<file path="config.mk">
export PLATFORM = sky130hd
export DESIGN_NAME = game_core
export DESIGN_NICKNAME = d
export VERILOG_FILES = /design/src/game_ctrl_pkg.sv /design/src/game_geom_pkg.sv /design/src/game_core.sv /design/src/contact_merge.sv /design/src/ground_block.sv /design/src/player_motion.sv
export SDC_FILE = /design/constraint.sdc
export NUM_CORES = 1
export LEC_CHECK = 0
export BUFFER_PORTS_ARGS = -buffer_cell sky130_fd_sc_hd__buf_2
export CAP_MARGIN = 15
export CELL_PAD_IN_SITES_DETAIL_PLACEMENT = 0
export CELL_PAD_IN_SITES_GLOBAL_PLACEMENT = 1
export CORE_MARGIN = 4
export CORE_UTILIZATION = 49
export CTS_BUF_LIST = sky130_fd_sc_hd__clkbuf_4 sky130_fd_sc_hd__clkbuf_8
export DETAILED_ROUTE_END_ITERATION = 10
export PLACE_DENSITY_LB_ADDON = 0.25
export SYNTH_ARGS = -nofsm -noshare
export SYNTH_HDL_FRONTEND = slang
export SYNTH_SLANG_ARGS = --single-unit
export TNS_END_PERCENT = 1
</file>
<file path="constraint.sdc">
create_clock -name clk -period 7.4 [get_ports clk]
set_input_delay 1.48 -clock clk [delete_from_list [all_inputs] [get_ports clk]]
set_output_delay 1.48 -clock clk [all_outputs]
set_load 0.05 [all_outputs]
</file>
<file path="src/game_ctrl_pkg.sv">
package game_ctrl_pkg;

    // key levels as seen by the game
    typedef struct packed {
        logic jump;
        logic right;
        logic left;
    } keys_t;

    // contact flags, down is bit 0
    // right means a block touches the player's right side
    typedef struct packed {
        logic left;
        logic right;
        logic up;
        logic down;
    } contact_t;

    typedef struct packed {
        logic moving;
        logic airborne;
        logic facing_right;
    } player_status_t;

    typedef logic [9:0] period_t;

    // walking speed, ticks per pixel
    localparam period_t STEP_TICKS = 10'd75;

    // vertical periods in ticks per pixel
    localparam period_t JUMP_START  = 10'd25;
    localparam period_t JUMP_END    = 10'd50;
    localparam period_t FALL_START  = 10'd50;
    localparam period_t FALL_MIN    = 10'd20;
    localparam period_t PERIOD_STEP = 10'd5;

    // pixels travelled before the period changes
    localparam period_t PIXELS_PER_STEP = 10'd24;

endpackage

</file>
<file path="src/game_geom_pkg.sv">
package game_geom_pkg;

    // visible playfield width in pixels
    localparam int SCREEN_W = 640;

    typedef logic [9:0] x_coord_t;
    typedef logic [8:0] y_coord_t;

    // top-left corner of the player sprite
    typedef struct packed {
        x_coord_t x;
        y_coord_t y;
    } player_pos_t;

    // sprite and block boxes
    localparam int PLAYER_W = 47;
    localparam int PLAYER_H = 41;
    localparam int BLOCK_W  = 25;
    localparam int BLOCK_H  = 25;

    localparam int NUM_BLOCKS = 50;

    typedef logic [5:0] block_count_t;

    // ground map, four rows of blocks
    // rows: 400 (0..21), 310 (22..31, with a gap), 225 (32..42), 135 (43..49)
    localparam x_coord_t BLOCK_X [NUM_BLOCKS] = '{
        10'd0,   10'd25,  10'd50,  10'd75,  10'd100, 10'd125, 10'd150, 10'd175, 10'd200, 10'd225,
        10'd250, 10'd275, 10'd300, 10'd325, 10'd350, 10'd375, 10'd400, 10'd425, 10'd450, 10'd475,
        10'd500, 10'd525, 10'd0,   10'd25,  10'd50,  10'd75,  10'd100, 10'd425, 10'd450, 10'd475,
        10'd500, 10'd525, 10'd150, 10'd175, 10'd200, 10'd225, 10'd250, 10'd275, 10'd300, 10'd325,
        10'd350, 10'd375, 10'd400, 10'd0,   10'd25,  10'd50,  10'd75,  10'd100, 10'd125, 10'd150
    };

    localparam y_coord_t BLOCK_Y [NUM_BLOCKS] = '{
        9'd400, 9'd400, 9'd400, 9'd400, 9'd400, 9'd400, 9'd400, 9'd400, 9'd400, 9'd400,
        9'd400, 9'd400, 9'd400, 9'd400, 9'd400, 9'd400, 9'd400, 9'd400, 9'd400, 9'd400,
        9'd400, 9'd400, 9'd310, 9'd310, 9'd310, 9'd310, 9'd310, 9'd310, 9'd310, 9'd310,
        9'd310, 9'd310, 9'd225, 9'd225, 9'd225, 9'd225, 9'd225, 9'd225, 9'd225, 9'd225,
        9'd225, 9'd225, 9'd225, 9'd135, 9'd135, 9'd135, 9'd135, 9'd135, 9'd135, 9'd135
    };

    // spawn point, feet resting on row 400
    localparam x_coord_t SPAWN_X = 10'd0;
    localparam y_coord_t SPAWN_Y = 9'd359;

endpackage
</file>
<file path="src/game_core.sv">
`timescale 1ns/10ps

module game_core (
    input  logic                                 clk,
    input  logic                                 rst_n_i,
    input  logic                                 tick_i,
    input  logic                                 restart_i,
    input  game_ctrl_pkg::keys_t                 keys_i,
    output game_geom_pkg::player_pos_t           pos_o,
    output game_ctrl_pkg::player_status_t        status_o,
    output game_ctrl_pkg::contact_t              contact_o,
    output logic [game_geom_pkg::NUM_BLOCKS-1:0] iced_o,
    output game_geom_pkg::block_count_t          iced_count_o
);
    import game_geom_pkg::*;
    import game_ctrl_pkg::*;

    // per-block contacts before the merge
    contact_t block_contact [NUM_BLOCKS];

    player_motion u_motion (
        .clk       (clk),
        .rst_n_i   (rst_n_i),
        .tick_i    (tick_i),
        .restart_i (restart_i),
        .keys_i    (keys_i),
        .contact_i (contact_o),
        .pos_o     (pos_o),
        .status_o  (status_o)
    );

    for (genvar k = 0; k < NUM_BLOCKS; k++) begin : g_block
        ground_block #(
            .BLOCK_IDX (k)
        ) u_block (
            .clk       (clk),
            .rst_n_i   (rst_n_i),
            .restart_i (restart_i),
            .pos_i     (pos_o),
            .contact_o (block_contact[k]),
            .iced_o    (iced_o[k])
        );
    end

    contact_merge u_merge (
        .clk             (clk),
        .rst_n_i         (rst_n_i),
        .block_contact_i (block_contact),
        .iced_i          (iced_o),
        .contact_o       (contact_o),
        .iced_count_o    (iced_count_o)
    );

endmodule

</file>
<file path="src/contact_merge.sv">
`timescale 1ns/10ps

module contact_merge (
    input  logic                                clk,
    input  logic                                rst_n_i,
    input  game_ctrl_pkg::contact_t             block_contact_i [game_geom_pkg::NUM_BLOCKS],
    input  logic [game_geom_pkg::NUM_BLOCKS-1:0] iced_i,
    output game_ctrl_pkg::contact_t             contact_o,
    output game_geom_pkg::block_count_t         iced_count_o
);
    import game_geom_pkg::*;
    import game_ctrl_pkg::*;

    contact_t     any_hit;
    block_count_t iced_sum;

    always_comb begin
        any_hit  = '0;
        iced_sum = '0;
        // each direction is set if any block reports it
        for (int k = 0; k < NUM_BLOCKS; k++) begin
            any_hit  = any_hit | block_contact_i[k];
            iced_sum = iced_sum + block_count_t'(iced_i[k]);
        end
    end

    always_ff @(posedge clk) begin
        if (!rst_n_i) begin
            contact_o    <= '0;
            iced_count_o <= '0;
        end else begin
            contact_o    <= any_hit;
            iced_count_o <= iced_sum;
        end
    end

    // iced flags stay set until a restart clears them all
    a_count_sticky: assert property (@(posedge clk) disable iff (!rst_n_i)
        (iced_count_o < $past(iced_count_o)) |-> (iced_count_o == '0))
        else $error("iced count fell to %0d without a restart", iced_count_o);

endmodule

</file>
<file path="src/ground_block.sv">
`timescale 1ns/10ps

module ground_block #(
    parameter int BLOCK_IDX = 0
) (
    input  logic                       clk,
    input  logic                       rst_n_i,
    input  logic                       restart_i,
    input  game_geom_pkg::player_pos_t pos_i,
    output game_ctrl_pkg::contact_t    contact_o,
    output logic                       iced_o
);
    import game_geom_pkg::*;
    import game_ctrl_pkg::*;

    // block edges, one bit wider than the coordinates so sums never wrap
    localparam logic [10:0] BX_LO = 11'(BLOCK_X[BLOCK_IDX]);
    localparam logic [10:0] BX_HI = BX_LO + 11'(BLOCK_W - 1);
    localparam logic [9:0]  BY_LO = 10'(BLOCK_Y[BLOCK_IDX]);
    localparam logic [9:0]  BY_HI = BY_LO + 10'(BLOCK_H - 1);

    logic [10:0] px_lo;
    logic [10:0] px_hi;
    logic [9:0]  py_lo;
    logic [9:0]  py_hi;
    logic        x_ov;
    logic        y_ov;
    contact_t    hit;

    always_comb begin
        px_lo = 11'(pos_i.x);
        px_hi = px_lo + 11'(PLAYER_W - 1);
        py_lo = 10'(pos_i.y);
        py_hi = py_lo + 10'(PLAYER_H - 1);

        // shared column / shared row
        x_ov = (px_lo <= BX_HI) && (BX_LO <= px_hi);
        y_ov = (py_lo <= BY_HI) && (BY_LO <= py_hi);

        // touching edges, one pixel apart
        hit.down  = x_ov && (py_hi + 10'd1 == BY_LO);
        hit.up    = x_ov && (py_lo == BY_HI + 10'd1);
        hit.right = y_ov && (px_hi + 11'd1 == BX_LO);
        hit.left  = y_ov && (px_lo == BX_HI + 11'd1);
    end

    always_ff @(posedge clk) begin
        if (!rst_n_i) begin
            contact_o <= '0;
            iced_o    <= 1'b0;
        end else begin
            contact_o <= hit;
            // standing on the block ices it until a restart
            if (restart_i) begin
                iced_o <= 1'b0;
            end else if (hit.down) begin
                iced_o <= 1'b1;
            end
        end
    end

endmodule

</file>
<file path="src/player_motion.sv">
`timescale 1ns/10ps

module player_motion (
    input  logic                          clk,
    input  logic                          rst_n_i,
    input  logic                          tick_i,
    input  logic                          restart_i,
    input  game_ctrl_pkg::keys_t          keys_i,
    input  game_ctrl_pkg::contact_t       contact_i,
    output game_geom_pkg::player_pos_t    pos_o,
    output game_ctrl_pkg::player_status_t status_o
);
    import game_geom_pkg::*;
    import game_ctrl_pkg::*;

    player_pos_t    pos_q;
    player_status_t status_q;

    // horizontal step divider
    period_t step_cnt;

    // jump state and its counters
    logic    jumping_q;
    period_t rise_cnt;
    period_t rise_pix;
    period_t jump_period;

    // fall counters
    period_t fall_cnt;
    period_t fall_pix;
    period_t fall_period;

    logic walk_left;
    logic walk_right;
    logic jump_next;

    always_comb begin
        // right key wins when both are held
        walk_left  = keys_i.left && !keys_i.right && !contact_i.left;
        walk_right = keys_i.right && !contact_i.right;

        // ceiling or a slowed-down rise ends the jump
        if (contact_i.up || (jump_period >= JUMP_END)) begin
            jump_next = 1'b0;
        end else if (keys_i.jump && contact_i.down) begin
            jump_next = 1'b1;
        end else begin
            jump_next = jumping_q;
        end
    end

    always_ff @(posedge clk) begin
        if (!rst_n_i || restart_i) begin
            pos_q.x     <= SPAWN_X;
            pos_q.y     <= SPAWN_Y;
            status_q    <= '0;
            step_cnt    <= '0;
            jumping_q   <= 1'b0;
            rise_cnt    <= '0;
            rise_pix    <= '0;
            jump_period <= JUMP_START;
            fall_cnt    <= '0;
            fall_pix    <= '0;
            fall_period <= FALL_START;
        end else if (tick_i) begin
            // walking
            if (walk_left || walk_right) begin
                status_q.facing_right <= walk_right;
                status_q.moving       <= 1'b1;
                if (step_cnt == STEP_TICKS - 1'b1) begin
                    step_cnt <= '0;
                    pos_q.x  <= walk_right ? pos_q.x + 1'b1 : pos_q.x - 1'b1;
                end else begin
                    step_cnt <= step_cnt + 1'b1;
                end
            end else begin
                status_q.moving <= 1'b0;
            end

            status_q.airborne <= !contact_i.down;
            jumping_q         <= jump_next;

            if (jump_next) begin
                fall_cnt    <= '0;
                fall_pix    <= '0;
                fall_period <= FALL_START;
                // rise slows down every PIXELS_PER_STEP pixels
                if (rise_cnt == jump_period - 1'b1) begin
                    rise_cnt <= '0;
                    pos_q.y  <= pos_q.y - 1'b1;
                    if (rise_pix == PIXELS_PER_STEP - 1'b1) begin
                        rise_pix    <= '0;
                        jump_period <= jump_period + PERIOD_STEP;
                    end else begin
                        rise_pix <= rise_pix + 1'b1;
                    end
                end else begin
                    rise_cnt <= rise_cnt + 1'b1;
                end
            end else begin
                rise_cnt    <= '0;
                rise_pix    <= '0;
                jump_period <= JUMP_START;
                if (contact_i.down) begin
                    // standing, fall speed starts over
                    fall_cnt    <= '0;
                    fall_pix    <= '0;
                    fall_period <= FALL_START;
                end else if (fall_cnt == fall_period - 1'b1) begin
                    fall_cnt <= '0;
                    pos_q.y  <= pos_q.y + 1'b1;
                    if (fall_pix == PIXELS_PER_STEP - 1'b1) begin
                        fall_pix <= '0;
                        // speed up until the terminal period
                        if (fall_period >= FALL_MIN + PERIOD_STEP) begin
                            fall_period <= fall_period - PERIOD_STEP;
                        end else begin
                            fall_period <= FALL_MIN;
                        end
                    end else begin
                        fall_pix <= fall_pix + 1'b1;
                    end
                end else begin
                    fall_cnt <= fall_cnt + 1'b1;
                end
            end
        end
    end

    assign pos_o    = pos_q;
    assign status_o = status_q;

    // walls and map edges must keep the sprite on screen
    a_x_on_screen: assert property (@(posedge clk) disable iff (!rst_n_i)
        int'(pos_q.x) < SCREEN_W)
        else $error("player x outside the screen: %0d", pos_q.x);

endmodule

</file>
Word-level counts from Yosys, hierarchy flattened
Cells that the tools add are included.

Register bits after elaboration: 353. Logic and storage cells: 776.

$add $sub $neg: 66. $lt $le $gt $ge: 54. Equal/unequal tests: 59. Multiplexer cells: 29. Bitwise operators: 50. Reduce and logical (&&, ||, !) cells: 250.

Operators by type and width (number): $add 6x1->6 (48); $logic_and 1x1->1 (230); $mux 10 (22); $or 4x4->4 (49); $eq 10x9->1 const B (12); $eq 11x9->1 const B (10); $le 9x11->1 const A (10); $le 10x9->1 const B (10); $add 10x1->10 const B (7); $eq 10x8->1 const B (7); $eq 11x8->1 const B (5); $le 8x11->1 const A (5); $le 10x8->1 const B (5); $eq 10x7->1 const B (4); $mux 9 (4); $eq 11x7->1 const B (3); $le 7x11->1 const A (3); $eq 10x5->1 const B (3); $le 10x7->1 const B (3); $sub 10x1->10 const B (3); $eq 10x10->1 (2); $eq 10x10->1 const B (2); $le 10x10->1 const B (2); $le 8x10->1 const A (2); 37 further kinds (57).

Depth between registers and ports, before layout
Gate-level depths: netlist of the first run.

Depth in word-level cells: 49. Mapped depth: 19. Mapped depth without buffers: 19.

Worst setup path before layout of the first run
Ideal clock, no wire load.

Path type: register to register. Start point: register g_block[0].u_block.iced_o. End point: register u_merge.iced_count_o[4]. Arrival time: 5368 ps. Setup slack: 1905 ps. Cell stages (with the launch flop): 17. Cell sequence: dfxtp_1 -> ha_1 -> inv_1 -> fa_1 -> fa_1 -> fa_1 -> fa_1 -> fa_1 -> fa_1 -> fa_1 -> inv_1 -> fa_1 -> fa_1 -> a21o_1 -> a21oi_1 -> xor2_1 -> nor2_1.

Cells in the longest elaborated chain, start to end: 49.

RTL lines: start: declaration (RTL line ground_block.sv:11) `output logic iced_o`; start signal: assignment (RTL line ground_block.sv:50) `iced_o <= 1'b0;`; start signal: assignment (RTL line ground_block.sv:55) `iced_o <= 1'b0;`; start signal: assignment (RTL line ground_block.sv:57) `iced_o <= 1'b1;`; $add 1x1->2 (RTL line contact_merge.sv:23) `iced_sum = iced_sum + block_count_t'(iced_i[k]);`; $add 6x1->6 (48 in series) (RTL line contact_merge.sv:23); end signal: assignment (RTL line contact_merge.sv:33) `iced_count_o <= iced_sum;`; end: declaration (RTL line contact_merge.sv:9) `output game_geom_pkg::block_count_t iced_count_o`.

No other way between the ends. A chain may end at the register's enable or synchronous reset.

Final worst setup path of the first run
Same ends and word-level chain as after synthesis.

==> impl_metrics.yaml, run 1 <==
timing:
  fin_crit_sh_pct: 76.7
  layout_setup_ws_ps: 1720
  rsz0062_at_grt: "false"
  finalSetupViolCount: 0
  fin_skew_ps: 26.0
  final_hold_viol_count: 0
  fin_crit_ps: 5680
  tns_ps: 0
  whs_ps: 469
  relSlewSlack_pct: 19.0
  maxSlewViolCount: 0
  fmax_ghz: 0.176
  worst_pin_slew_ps: 1210
clock_network:
  htreeDepth: 2
  post_cts_buffers: 0
  cts-root-buf: "clkbuf_8"
  ctsHoldBuffers: 0
  clk_latency_ps: 640
  cts_buffers: 58
  ctsLongestPathBuffers: 3
  cts_sinks: 353
  cts_tree: "done"
  path_clk_slew_ps: 60
  cts.repair.resized: 0
yosys:
  yosysSeqAreaShare_pct: 41.4
  ys_ff_latch: 353
  synthCells: 1979
  ys.flop_type: "dfxtp_1"
  async_flop_share_pct: 0
  yosys_warnings: 0
  synth_edf_count: 0
  synthesis.area_um2: 17100
  synthDistinctLibCells: 83
  syn_avg_cell_area_um2: 8.62
global_route:
  gr-total-overflow: 0
  grt_usage_pct: 25.4
  grt_pass1_vias: 14100
  grt_start_max_net_pins: 69
  grt_pass1_wl_um: 78200
  antenna_found_initial: 0
worst_setup_path:
  end_kind: "flip-flop"
  critPathKind: "reg2reg"
  critPathMaxFanout: 3
  reg2reg_from: "g_block[0].u_block.iced_o"
  setup.worst_path.start: "g_block[0].u_block.iced_o"
  critical_path_arrival_ps: 6190
  worst_setup_path_start_kind: "flip-flop"
  required_ps: 7920
die:
  fp.coreArea_um2: 34500
  dieArea_um2: 37900
  dieHeight_um: 195
  ios: 89
  start_util_pct: 49.5
  die_w_um: 195
  row_count: 68
cells_and_area:
  mostFrequentLayoutCells: "dfxtp_1 (353), nor2_1 (336), nand2_1 (110)"
  layoutNonFillerInstCount: 2518
  layout.nets: 2116
  diodes: 0
  area_growth_pct: 11.5
  drive_gt1_share_pct: 12.7
  final_common_cell: "dfxtp_1"
power_and_ir_drop:
  power.leakage_uw: 0.00748
  power.density_nw_per_um2: 215
  ir_worst_vdd_mv: 0.153
drt:
  vias: 14700
  drt_iter0_markers: 1391
  top_layer: "met4"
  via_per_inst: 5.82
  firstDrtPassIters: 6
  wl_met1_um: 22100
  wl_met3_um: 3770
  drt-total-wl_um: 49800
  drc: 0
  met2WireLength_um: 22400
  wire_per_inst_um: 19.8
  ant_nets: 0
place:
  dp_slack_ps: 1700
  portBuffers: 88
  dp_hpwl_um: 36000
  globalplace.congestion: 0.940
  placed_cells: 2413
worst_hold_path:
  hold_path.class: "reg2reg"
  hold_start: "u_motion.jumping_q"
run_status:
  outcome: "finished, final reports clean"
flow_run:
  maxCapViolations: 0
-- per-stage QoR --
| stage | instance area, um^2 | total power, uW | util [%] |
|---|---|---|---|
| 2_1_floorplan | 17100 | 2040 | - |
| 3_3_place_gp | 17600 | 2070 | 51.0 |
| 3_5_place_dp | 17600 | 2080 | 51.0 |
| 4_1_cts | 19000 | 4130 | 55.2 |
| 5_1_grt | 19000 | 4220 | 55.2 |
| 6_report | 19000 | 4100 | 55.2 |
-- area by class of cell --
| cell class | count | area (um^2) |
|---|---|---|
| clock buffer | 88 | 1110 |
| timing repair buffer | 119 | 673 |
| clock inverter | 17 | 320 |
| fill | 3257 | 15400 |
| tap | 455 | 569 |
| inverter | 90 | 338 |
| multi-input combinational | 1396 | 8940 |
| sequential | 353 | 7070 |
-- power by group --
| group | total, uW | switching, uW | internal [uW] |
|---|---|---|---|
| clock | 2060 | 789 | 1270 |
| sequential | 1920 | 8.27 | 1910 |
| combinational | 119 | 82.0 | 36.6 |
| total | 4100 | 879 | 3220 |
-- path summary, 6_finish.rpt --
check | cells past startpoint | slack (ps) | end
worst max-delay path | 16 | 1720 | u_merge.iced_count_o[4]
worst min-delay path | 2 | 470 | u_motion.jumping_q
worst max register to register | 16 | 1720 | u_merge.iced_count_o[4]
worst min register to register | 2 | 470 | u_motion.jumping_q
-- synthesized netlist by cell type, drive strengths merged, types with 9 or more instances --
| cell type | instances | area share [%] |
|---|---|---|
| nand2b | 16 | 0.59 |
| and2 | 17 | 0.62 |
| dfxtp | 353 | 41 |
| o22ai | 10 | 0.37 |
| nand3 | 44 | 1.3 |
| o21ai | 77 | 2.3 |
| a21oi | 106 | 3.2 |
| ha | 48 | 3.5 |
| nor3 | 70 | 2.1 |
| a211oi | 9 | 0.43 |
| nor4 | 68 | 2.5 |
| nand2 | 110 | 2.4 |
| xnor2 | 41 | 2.1 |
| nor4b | 9 | 0.62 |
| o211ai | 15 | 0.66 |
| xor2 | 58 | 3.0 |
| nor2 | 337 | 7.4 |
| or4 | 14 | 0.62 |
| clkbuf | 85 | 1.9 |
| inv | 85 | 1.9 |
| fa | 43 | 5.0 |
| nand4 | 57 | 2.1 |
| mux2i | 17 | 1.0 |
| nor2b | 15 | 0.55 |
| o21a | 12 | 0.53 |
| or2 | 15 | 0.55 |
| buf | 60 | 2.5 |
| or3 | 25 | 0.92 |
| a21o | 13 | 0.57 |
| a31oi | 16 | 0.59 |
| and3 | 27 | 0.99 |
-- kinds of logic (layout without fill, tap and decap cells) --
logic type	count (synthesis)	in the layout	share of synthesized area (%)
fa+ha+maj	91	91	8.57
compound gates	333	333	12.7
buf+inv	235	314	6.38
xor+xnor	101	101	5.35
simple gates	846	846	24.5
flops	353	353	41.4
other cells	1	6	0.0220
mux	19	19	1.13
-- critical path: stages (launching register included) --
cell and delay (ps):
dfxtp_1 320, ha_1 280, inv_1 70, fa_1 450, fa_1 530, fa_1 600, fa_1 460, fa_1 550
fa_1 440, fa_1 490, inv_1 50, fa_1 390, fa_1 410, a21o_1 170, a21oi_1 160, xor2_1 150
nor2_1 50
-- registers in the layout, indices dropped and copies added, names as in the netlist, 6 cells and up --
register	cells
g_block.u_block.contact_o	200
g_block.u_block.iced_o	50
u_merge.iced_count_o	6
u_motion.fall_cnt	10
u_motion.fall_period	10
u_motion.fall_pix	10
u_motion.jump_period	10
u_motion.pos_o	19
u_motion.rise_cnt	10
u_motion.rise_pix	10
u_motion.step_cnt	10
-- routing by layer --
layer  GRT usage (%)  vias up
li1                -     6934
met5               0        -
met1            35.0     7019
met3            5.15      128
met4            8.54        0
met2            40.0      569
Note: power is estimated with default switching activity, not from simulation.
==> run 2, diff against run 1 <==
Settings changed: CORE_UTILIZATION 49 to 44.
Clock period 7.4 ns to 4.8 ns, I/O delays scaled along.
==> run 2 against run 1 <==
Net effect:
- sequential share of layout area shrank 0.60 points
- sequential power grew 54%
- non-clock buffer count grew 47
- largest power group is now registers
- global-route usage shrank 1.1 points
- fmax grew 4.4%
- critical path depth is the same
- the run now ends with setup timing left
- combinational power grew 56%
- worst hold slack lost 6.9 ps
- core utilization shrank 4.2 points
- highest routed layer unchanged
- first-iteration DRC count shrank 24%
==> impl_metrics.yaml, run 2 (synthesis gave the netlist of run 1 again) <==
clock_network:
  ctsLongestPathBuffers: 3
  htreeDepth: 2
  path_clk_slew_ps: 60
  post_cts_buffers: 0
  cts_tree: "done"
  ctsHoldBuffers: 0
  cts-root-buf: "clkbuf_8"
  clk_latency_ps: 670
  cts_buffers: 60
  cts_sinks: 353
timing:
  layout_setup_ws_ps: -639
  worst_pin_slew_ps: 1170
  relSlewSlack_pct: 21.8
  fin_crit_ps: 5440
  rsz0062_at_grt: "true"
  final_hold_viol_count: 0
  fmax_ghz: 0.184
  finalSetupViolCount: 5
  fin_crit_sh_pct: 113
  maxSlewViolCount: 0
  fin_skew_ps: 29.8
cells_and_area:
  drive_gt1_share_pct: 15.3
  diodes: 0
  area_growth_pct: 13.4
  regMostFlops: "g_block.u_block.contact_o"
  n_fill_cell: 3676
  layout.nets: 2165
  largest_reg_flops: 200
  final_common_cell: "dfxtp_1"
  multi_input_area_um2: 8960
  post-route-util_pct: 51.0
  mostFrequentLayoutCells: "dfxtp_1 (349), nor2_1 (336), nand2_1 (110)"
  final-seq-area_um2: 7070
place:
  globalplace.congestion: 0.933
  dp_slack_ps: -706
  dp_hpwl_um: 37200
  portBuffers: 88
drt:
  ant_nets: 0
  drt-total-wl_um: 51800
  drt_iter0_markers: 1063
  wire_per_inst_um: 19.7
  vias: 14700
  firstDrtPassIters: 6
  via_per_inst: 5.62
  drc: 0
worst_setup_path:
  worst_setup_path_start_kind: "flip-flop"
  critPathKind: "reg2reg"
  critical_path_arrival_ps: 5940
  r2r_cells: 16
  worst-r2r-setup-slack_ps: -640
  reg2reg_from: "g_block[1].u_block.iced_o"
  critPathMaxFanout: 2
  r2r_end: "u_merge.iced_count_o[4]"
  required_ps: 5300
  end_kind: "flip-flop"
worst_hold_path:
  min_to: "u_motion.jumping_q"
  hold_start: "u_motion.jumping_q"
  hold_path.class: "reg2reg"
  hold_depth: 2
global_route:
  grt_pass1_wl_um: 81000
  grt_pass1_vias: 14500
  grt_usage_pct: 24.3
  grt_start_max_net_pins: 69
  gr-total-overflow: 0
  antenna_found_initial: 0
die:
  dieArea_um2: 42000
  fp.coreArea_um2: 37900
  die_w_um: 205
  row_count: 71
  start_util_pct: 45.0
  ios: 89
  dieHeight_um: 205
run_status:
  outcome: "finished, violations left"
  violations: "setup timing"
power_and_ir_drop:
  ir_worst_vdd_mv: 0.315
  power.density_nw_per_um2: 312
  power.leakage_uw: 0.00767
flow_run:
  maxCapViolations: 0
run 2: how the worst max path moves through the flow:
stage | depth (start not counted) | from | end | slack [ps]
floorplan | 19 | g_block[36].u_block.iced_o | u_merge.iced_count_o[4] | -480
global placement | 16 | g_block[0].u_block.iced_o | u_merge.iced_count_o[4] | -650
detailed placement | 16 | g_block[1].u_block.iced_o | u_merge.iced_count_o[4] | -710
CTS | 16 | g_block[1].u_block.iced_o | u_merge.iced_count_o[4] | -660
global route | 16 | g_block[1].u_block.iced_o | u_merge.iced_count_o[4] | -860
finish | 16 | g_block[1].u_block.iced_o | u_merge.iced_count_o[4] | -640
run 2: critical path: stages, from the launching register on:
cell and delay [ps]:
dfxtp_2 340, ha_4 260, inv_2 30, fa_1 520
fa_1 440, fa_1 560, fa_1 440, fa_1 510
fa_1 420, fa_1 500, inv_2 40, fa_2 350
fa_2 350, a21o_1 170, a21oi_2 140, xor2_1 140
nor2_1 50
run 2: where the power goes:
part,switching (uW),internal [uW],total [uW]
clock,1250,1640,2890
sequential,13.5,2940,2960
combinational,126,59.6,186
total,1390,4650,6030
run 2: metrics by stage:
step / cell area [um^2] / power [uW] / cells / TNS (ps) / hold WS (ps)
2_1_floorplan: 17100 / 3150 / 1984 / -1250 / 435
3_3_place_gp: 18000 / 3200 / 2516 / -2270 / 448
3_5_place_dp: 18000 / 3200 / 2516 / -2580 / 452
4_1_cts: 19300 / 6110 / 2623 / -2170 / 466
5_1_grt: 19300 / 6260 / 2623 / -3070 / 497
6_report: 19300 / 6030 / 2623 / -2110 / 462
run 2: metal layers:
metal	wire [um]	up-vias	track usage (%)
met3	3150	104	4.08
met5	0	-	0
li1	-	7023	-
met1	23400	7102	33.6
met2	23600	502	38.2
met4	1680	0	9.23
run 2: final cells by class:
| cell class | instances | share of cell area (%) |
|---|---|---|
| Inverter | 90 | 1.75 |
| Sequential cell | 353 | 36.6 |
| Clock buffer | 91 | 5.96 |
| Clock inverter | 16 | 0.821 |
| Multi-Input combinational cell | 1396 | 46.3 |
| Tap cell | 511 | 3.30 |
| Timing Repair Buffer | 166 | 5.30 |
run 2: timing repair:
action / in CTS / in global routing
endpoints found under the setup margin: 6 / 6
pin swaps: 6 / 2
endpoints found under the hold margin: 0 / 0
resized for setup: 9 / 2
==> run 3, diff against run 2 <==
--- a/constraint.sdc
+++ b/constraint.sdc
@@ -3,2 +3,2 @@
 set_output_delay 0.96 -clock clk [all_outputs]
-set_load 0.05 [all_outputs]
+set_load 0.1 [all_outputs]
==> run 3 against run 2 <==
Net effect:
- the run still ends with setup timing left
- fmax decreased by 0.67%
- total power grew 4.4%
- sequential share of layout area is 0.20 points lower
- die area unchanged
- clock skew increased by 5.7 ps
- register-to-register slack got worse by 40 ps
- routed wire length shrank 0.28%
- via count is essentially flat
- combinational power is 7% higher
- cell count about the same
- clock power grew 8.7%
- critical path type unchanged
- critical endpoint unchanged
==> impl_metrics.yaml, run 3 (synthesis gave the netlist of run 1 again) <==
place:
  portBuffers: 88
  dp_slack_ps: -715
  globalplace.congestion: 0.952
  dp_hpwl_um: 37300
  placed_cells: 2516
drt:
  via_per_inst: 5.61
  drt_iter0_markers: 1011
  wire_per_inst_um: 19.7
  vias: 14700
  drt-total-wl_um: 51600
  firstDrtPassIters: 5
  drc: 0
  ant_nets: 0
power_and_ir_drop:
  power.leakage_uw: 0.00771
  clock_power_share_pct: 49.9
  pwr-share-seq_pct: 46.9
  power.density_nw_per_um2: 324
  switching_power_uw: 1430
  ir_worst_vdd_mv: 0.262
  internal_power_uw: 4870
  swShare_pct: 22.7
  combPwrFrac_pct: 3.2
clock_network:
  clk_latency_ps: 670
  cts_sinks: 353
  post_cts_buffers: 0
  cts_tree: "done"
  ctsHoldBuffers: 0
  htreeDepth: 2
  ctsLongestPathBuffers: 3
  cts_buffers: 59
  path_clk_slew_ps: 60
  cts-root-buf: "clkbuf_8"
worst_setup_path:
  cp_slowest_stage_delay_ps: 570
  critical_path_arrival_ps: 5980
  cp_cell_sequence: "ha_4 > inv_2 > fa_1 > fa_1 > fa_1 > fa_1 > fa_1 > fa_1 > fa_1 > inv_1 > fa_2 > fa_2 > a21o_1 > a21oi_2 > xor2_1 > nor2_1"
  critPathKind: "reg2reg"
  worst_setup_path_start_kind: "flip-flop"
  end_kind: "flip-flop"
  r2r_cells: 16
  critical_path.slowest_cell: "fa_1"
  cpMostUsedCell: "fa_1"
  required_ps: 5300
  critPathMaxFanout: 2
cells_and_area:
  mostFrequentLayoutCells: "dfxtp_1 (350), nor2_1 (336), nand2_1 (110)"
  final_common_cell: "dfxtp_1"
  largest_reg_flops: 200
  regMostFlops: "g_block.u_block.contact_o"
  drive_gt1_share_pct: 15.3
  layout.nets: 2164
  layoutNonFillerInstCount: 2624
  diodes: 0
  area_growth_pct: 14.0
global_route:
  grt_pass1_vias: 14400
  grt_start_max_net_pins: 69
  grt_usage_pct: 24.3
  antenna_found_initial: 0
  grt_pass1_wl_um: 80600
  gr-total-overflow: 0
timing:
  layout_setup_ws_ps: -676
  worst_pin_slew_ps: 1140
  fin_crit_ps: 5480
  fin_crit_sh_pct: 114
  relSlewSlack_pct: 23.7
  rsz0062_at_grt: "true"
  final_hold_viol_count: 0
  maxSlewViolCount: 0
  whs_ps: 465
  finalSetupViolCount: 5
  tns_ps: -2460
  fmax_ghz: 0.183
  fin_skew_ps: 35.5
die:
  ios: 89
  start_util_pct: 45.0
  die_w_um: 205
  dieArea_um2: 42000
  row_count: 71
  fp.coreArea_um2: 37900
  dieHeight_um: 205
run_status:
  outcome: "finished, violations left"
  violations: "setup timing"
flow_run:
  maxCapViolations: 0
worst_hold_path:
  hold_depth: 2
  hold_path.class: "reg2reg"
run 3: what timing repair did:
action,in CTS,in global routing
pin swaps,4,0
gates resized for setup,9,1
endpoints found under the setup margin,6,6
run 3: path summary, 6_finish.rpt:
kind,from,to,slack (ps)
worst max-delay path,g_block[1].u_block.iced_o,u_merge.iced_count_o[4],-680
worst min-delay path,u_motion.fall_period[9],u_motion.fall_period[9],470
worst max register to register,g_block[1].u_block.iced_o,u_merge.iced_count_o[4],-680
worst min register to register,u_motion.fall_period[9],u_motion.fall_period[9],470
run 3: layout make-up:
type	instances	area, um^2
Multi-Input combinational cell	1396	8960
Clock inverter	25	362
Fill cell	3664	18500
Inverter	90	338
Tap cell	511	639
Timing Repair Buffer	166	1030
Sequential cell	353	7070
Clock buffer	83	1050
run 3: per-stage QoR:
step	power, uW	util [%]	area [um^2]
finish	6300	51.3	19400
global route	6510	51.3	19400
CTS	6370	51.3	19400
detailed placement	3220	47.5	18000
global placement	3210	47.5	18000
floorplan	3160	-	17100
run 3: layer usage:
layer | global-route usage [%] | up-vias | share of wire [%]
li1 | - | 7029 | -
met1 | 32.8 | 7088 | 44
met2 | 39.1 | 496 | 46
met3 | 4.48 | 115 | 6.7
met4 | 8.78 | 0 | 3.1
met5 | 0 | - | 0
run 3: critical path: cells and delay by family (launching register included):
kind / cells / cell delay, ps
AND/OR/NAND/NOR: 1 / 50
buffers and inverters: 2 / 80
adder cells (fa/ha/maj): 10 / 4380
XOR/XNOR: 1 / 160
AO/OA/AOI/OAI: 2 / 320
flip-flops: 1 / 330
run 3: power by group through the flow:
stage,clock (uW),combinational (uW),sequential [uW]
2_1_floorplan,0,132,3030
3_3_place_gp,0,195,3020
3_5_place_dp,0,198,3020
4_1_cts,3220,199,2960
5_1_grt,3340,220,2950
6_report,3140,199,2960
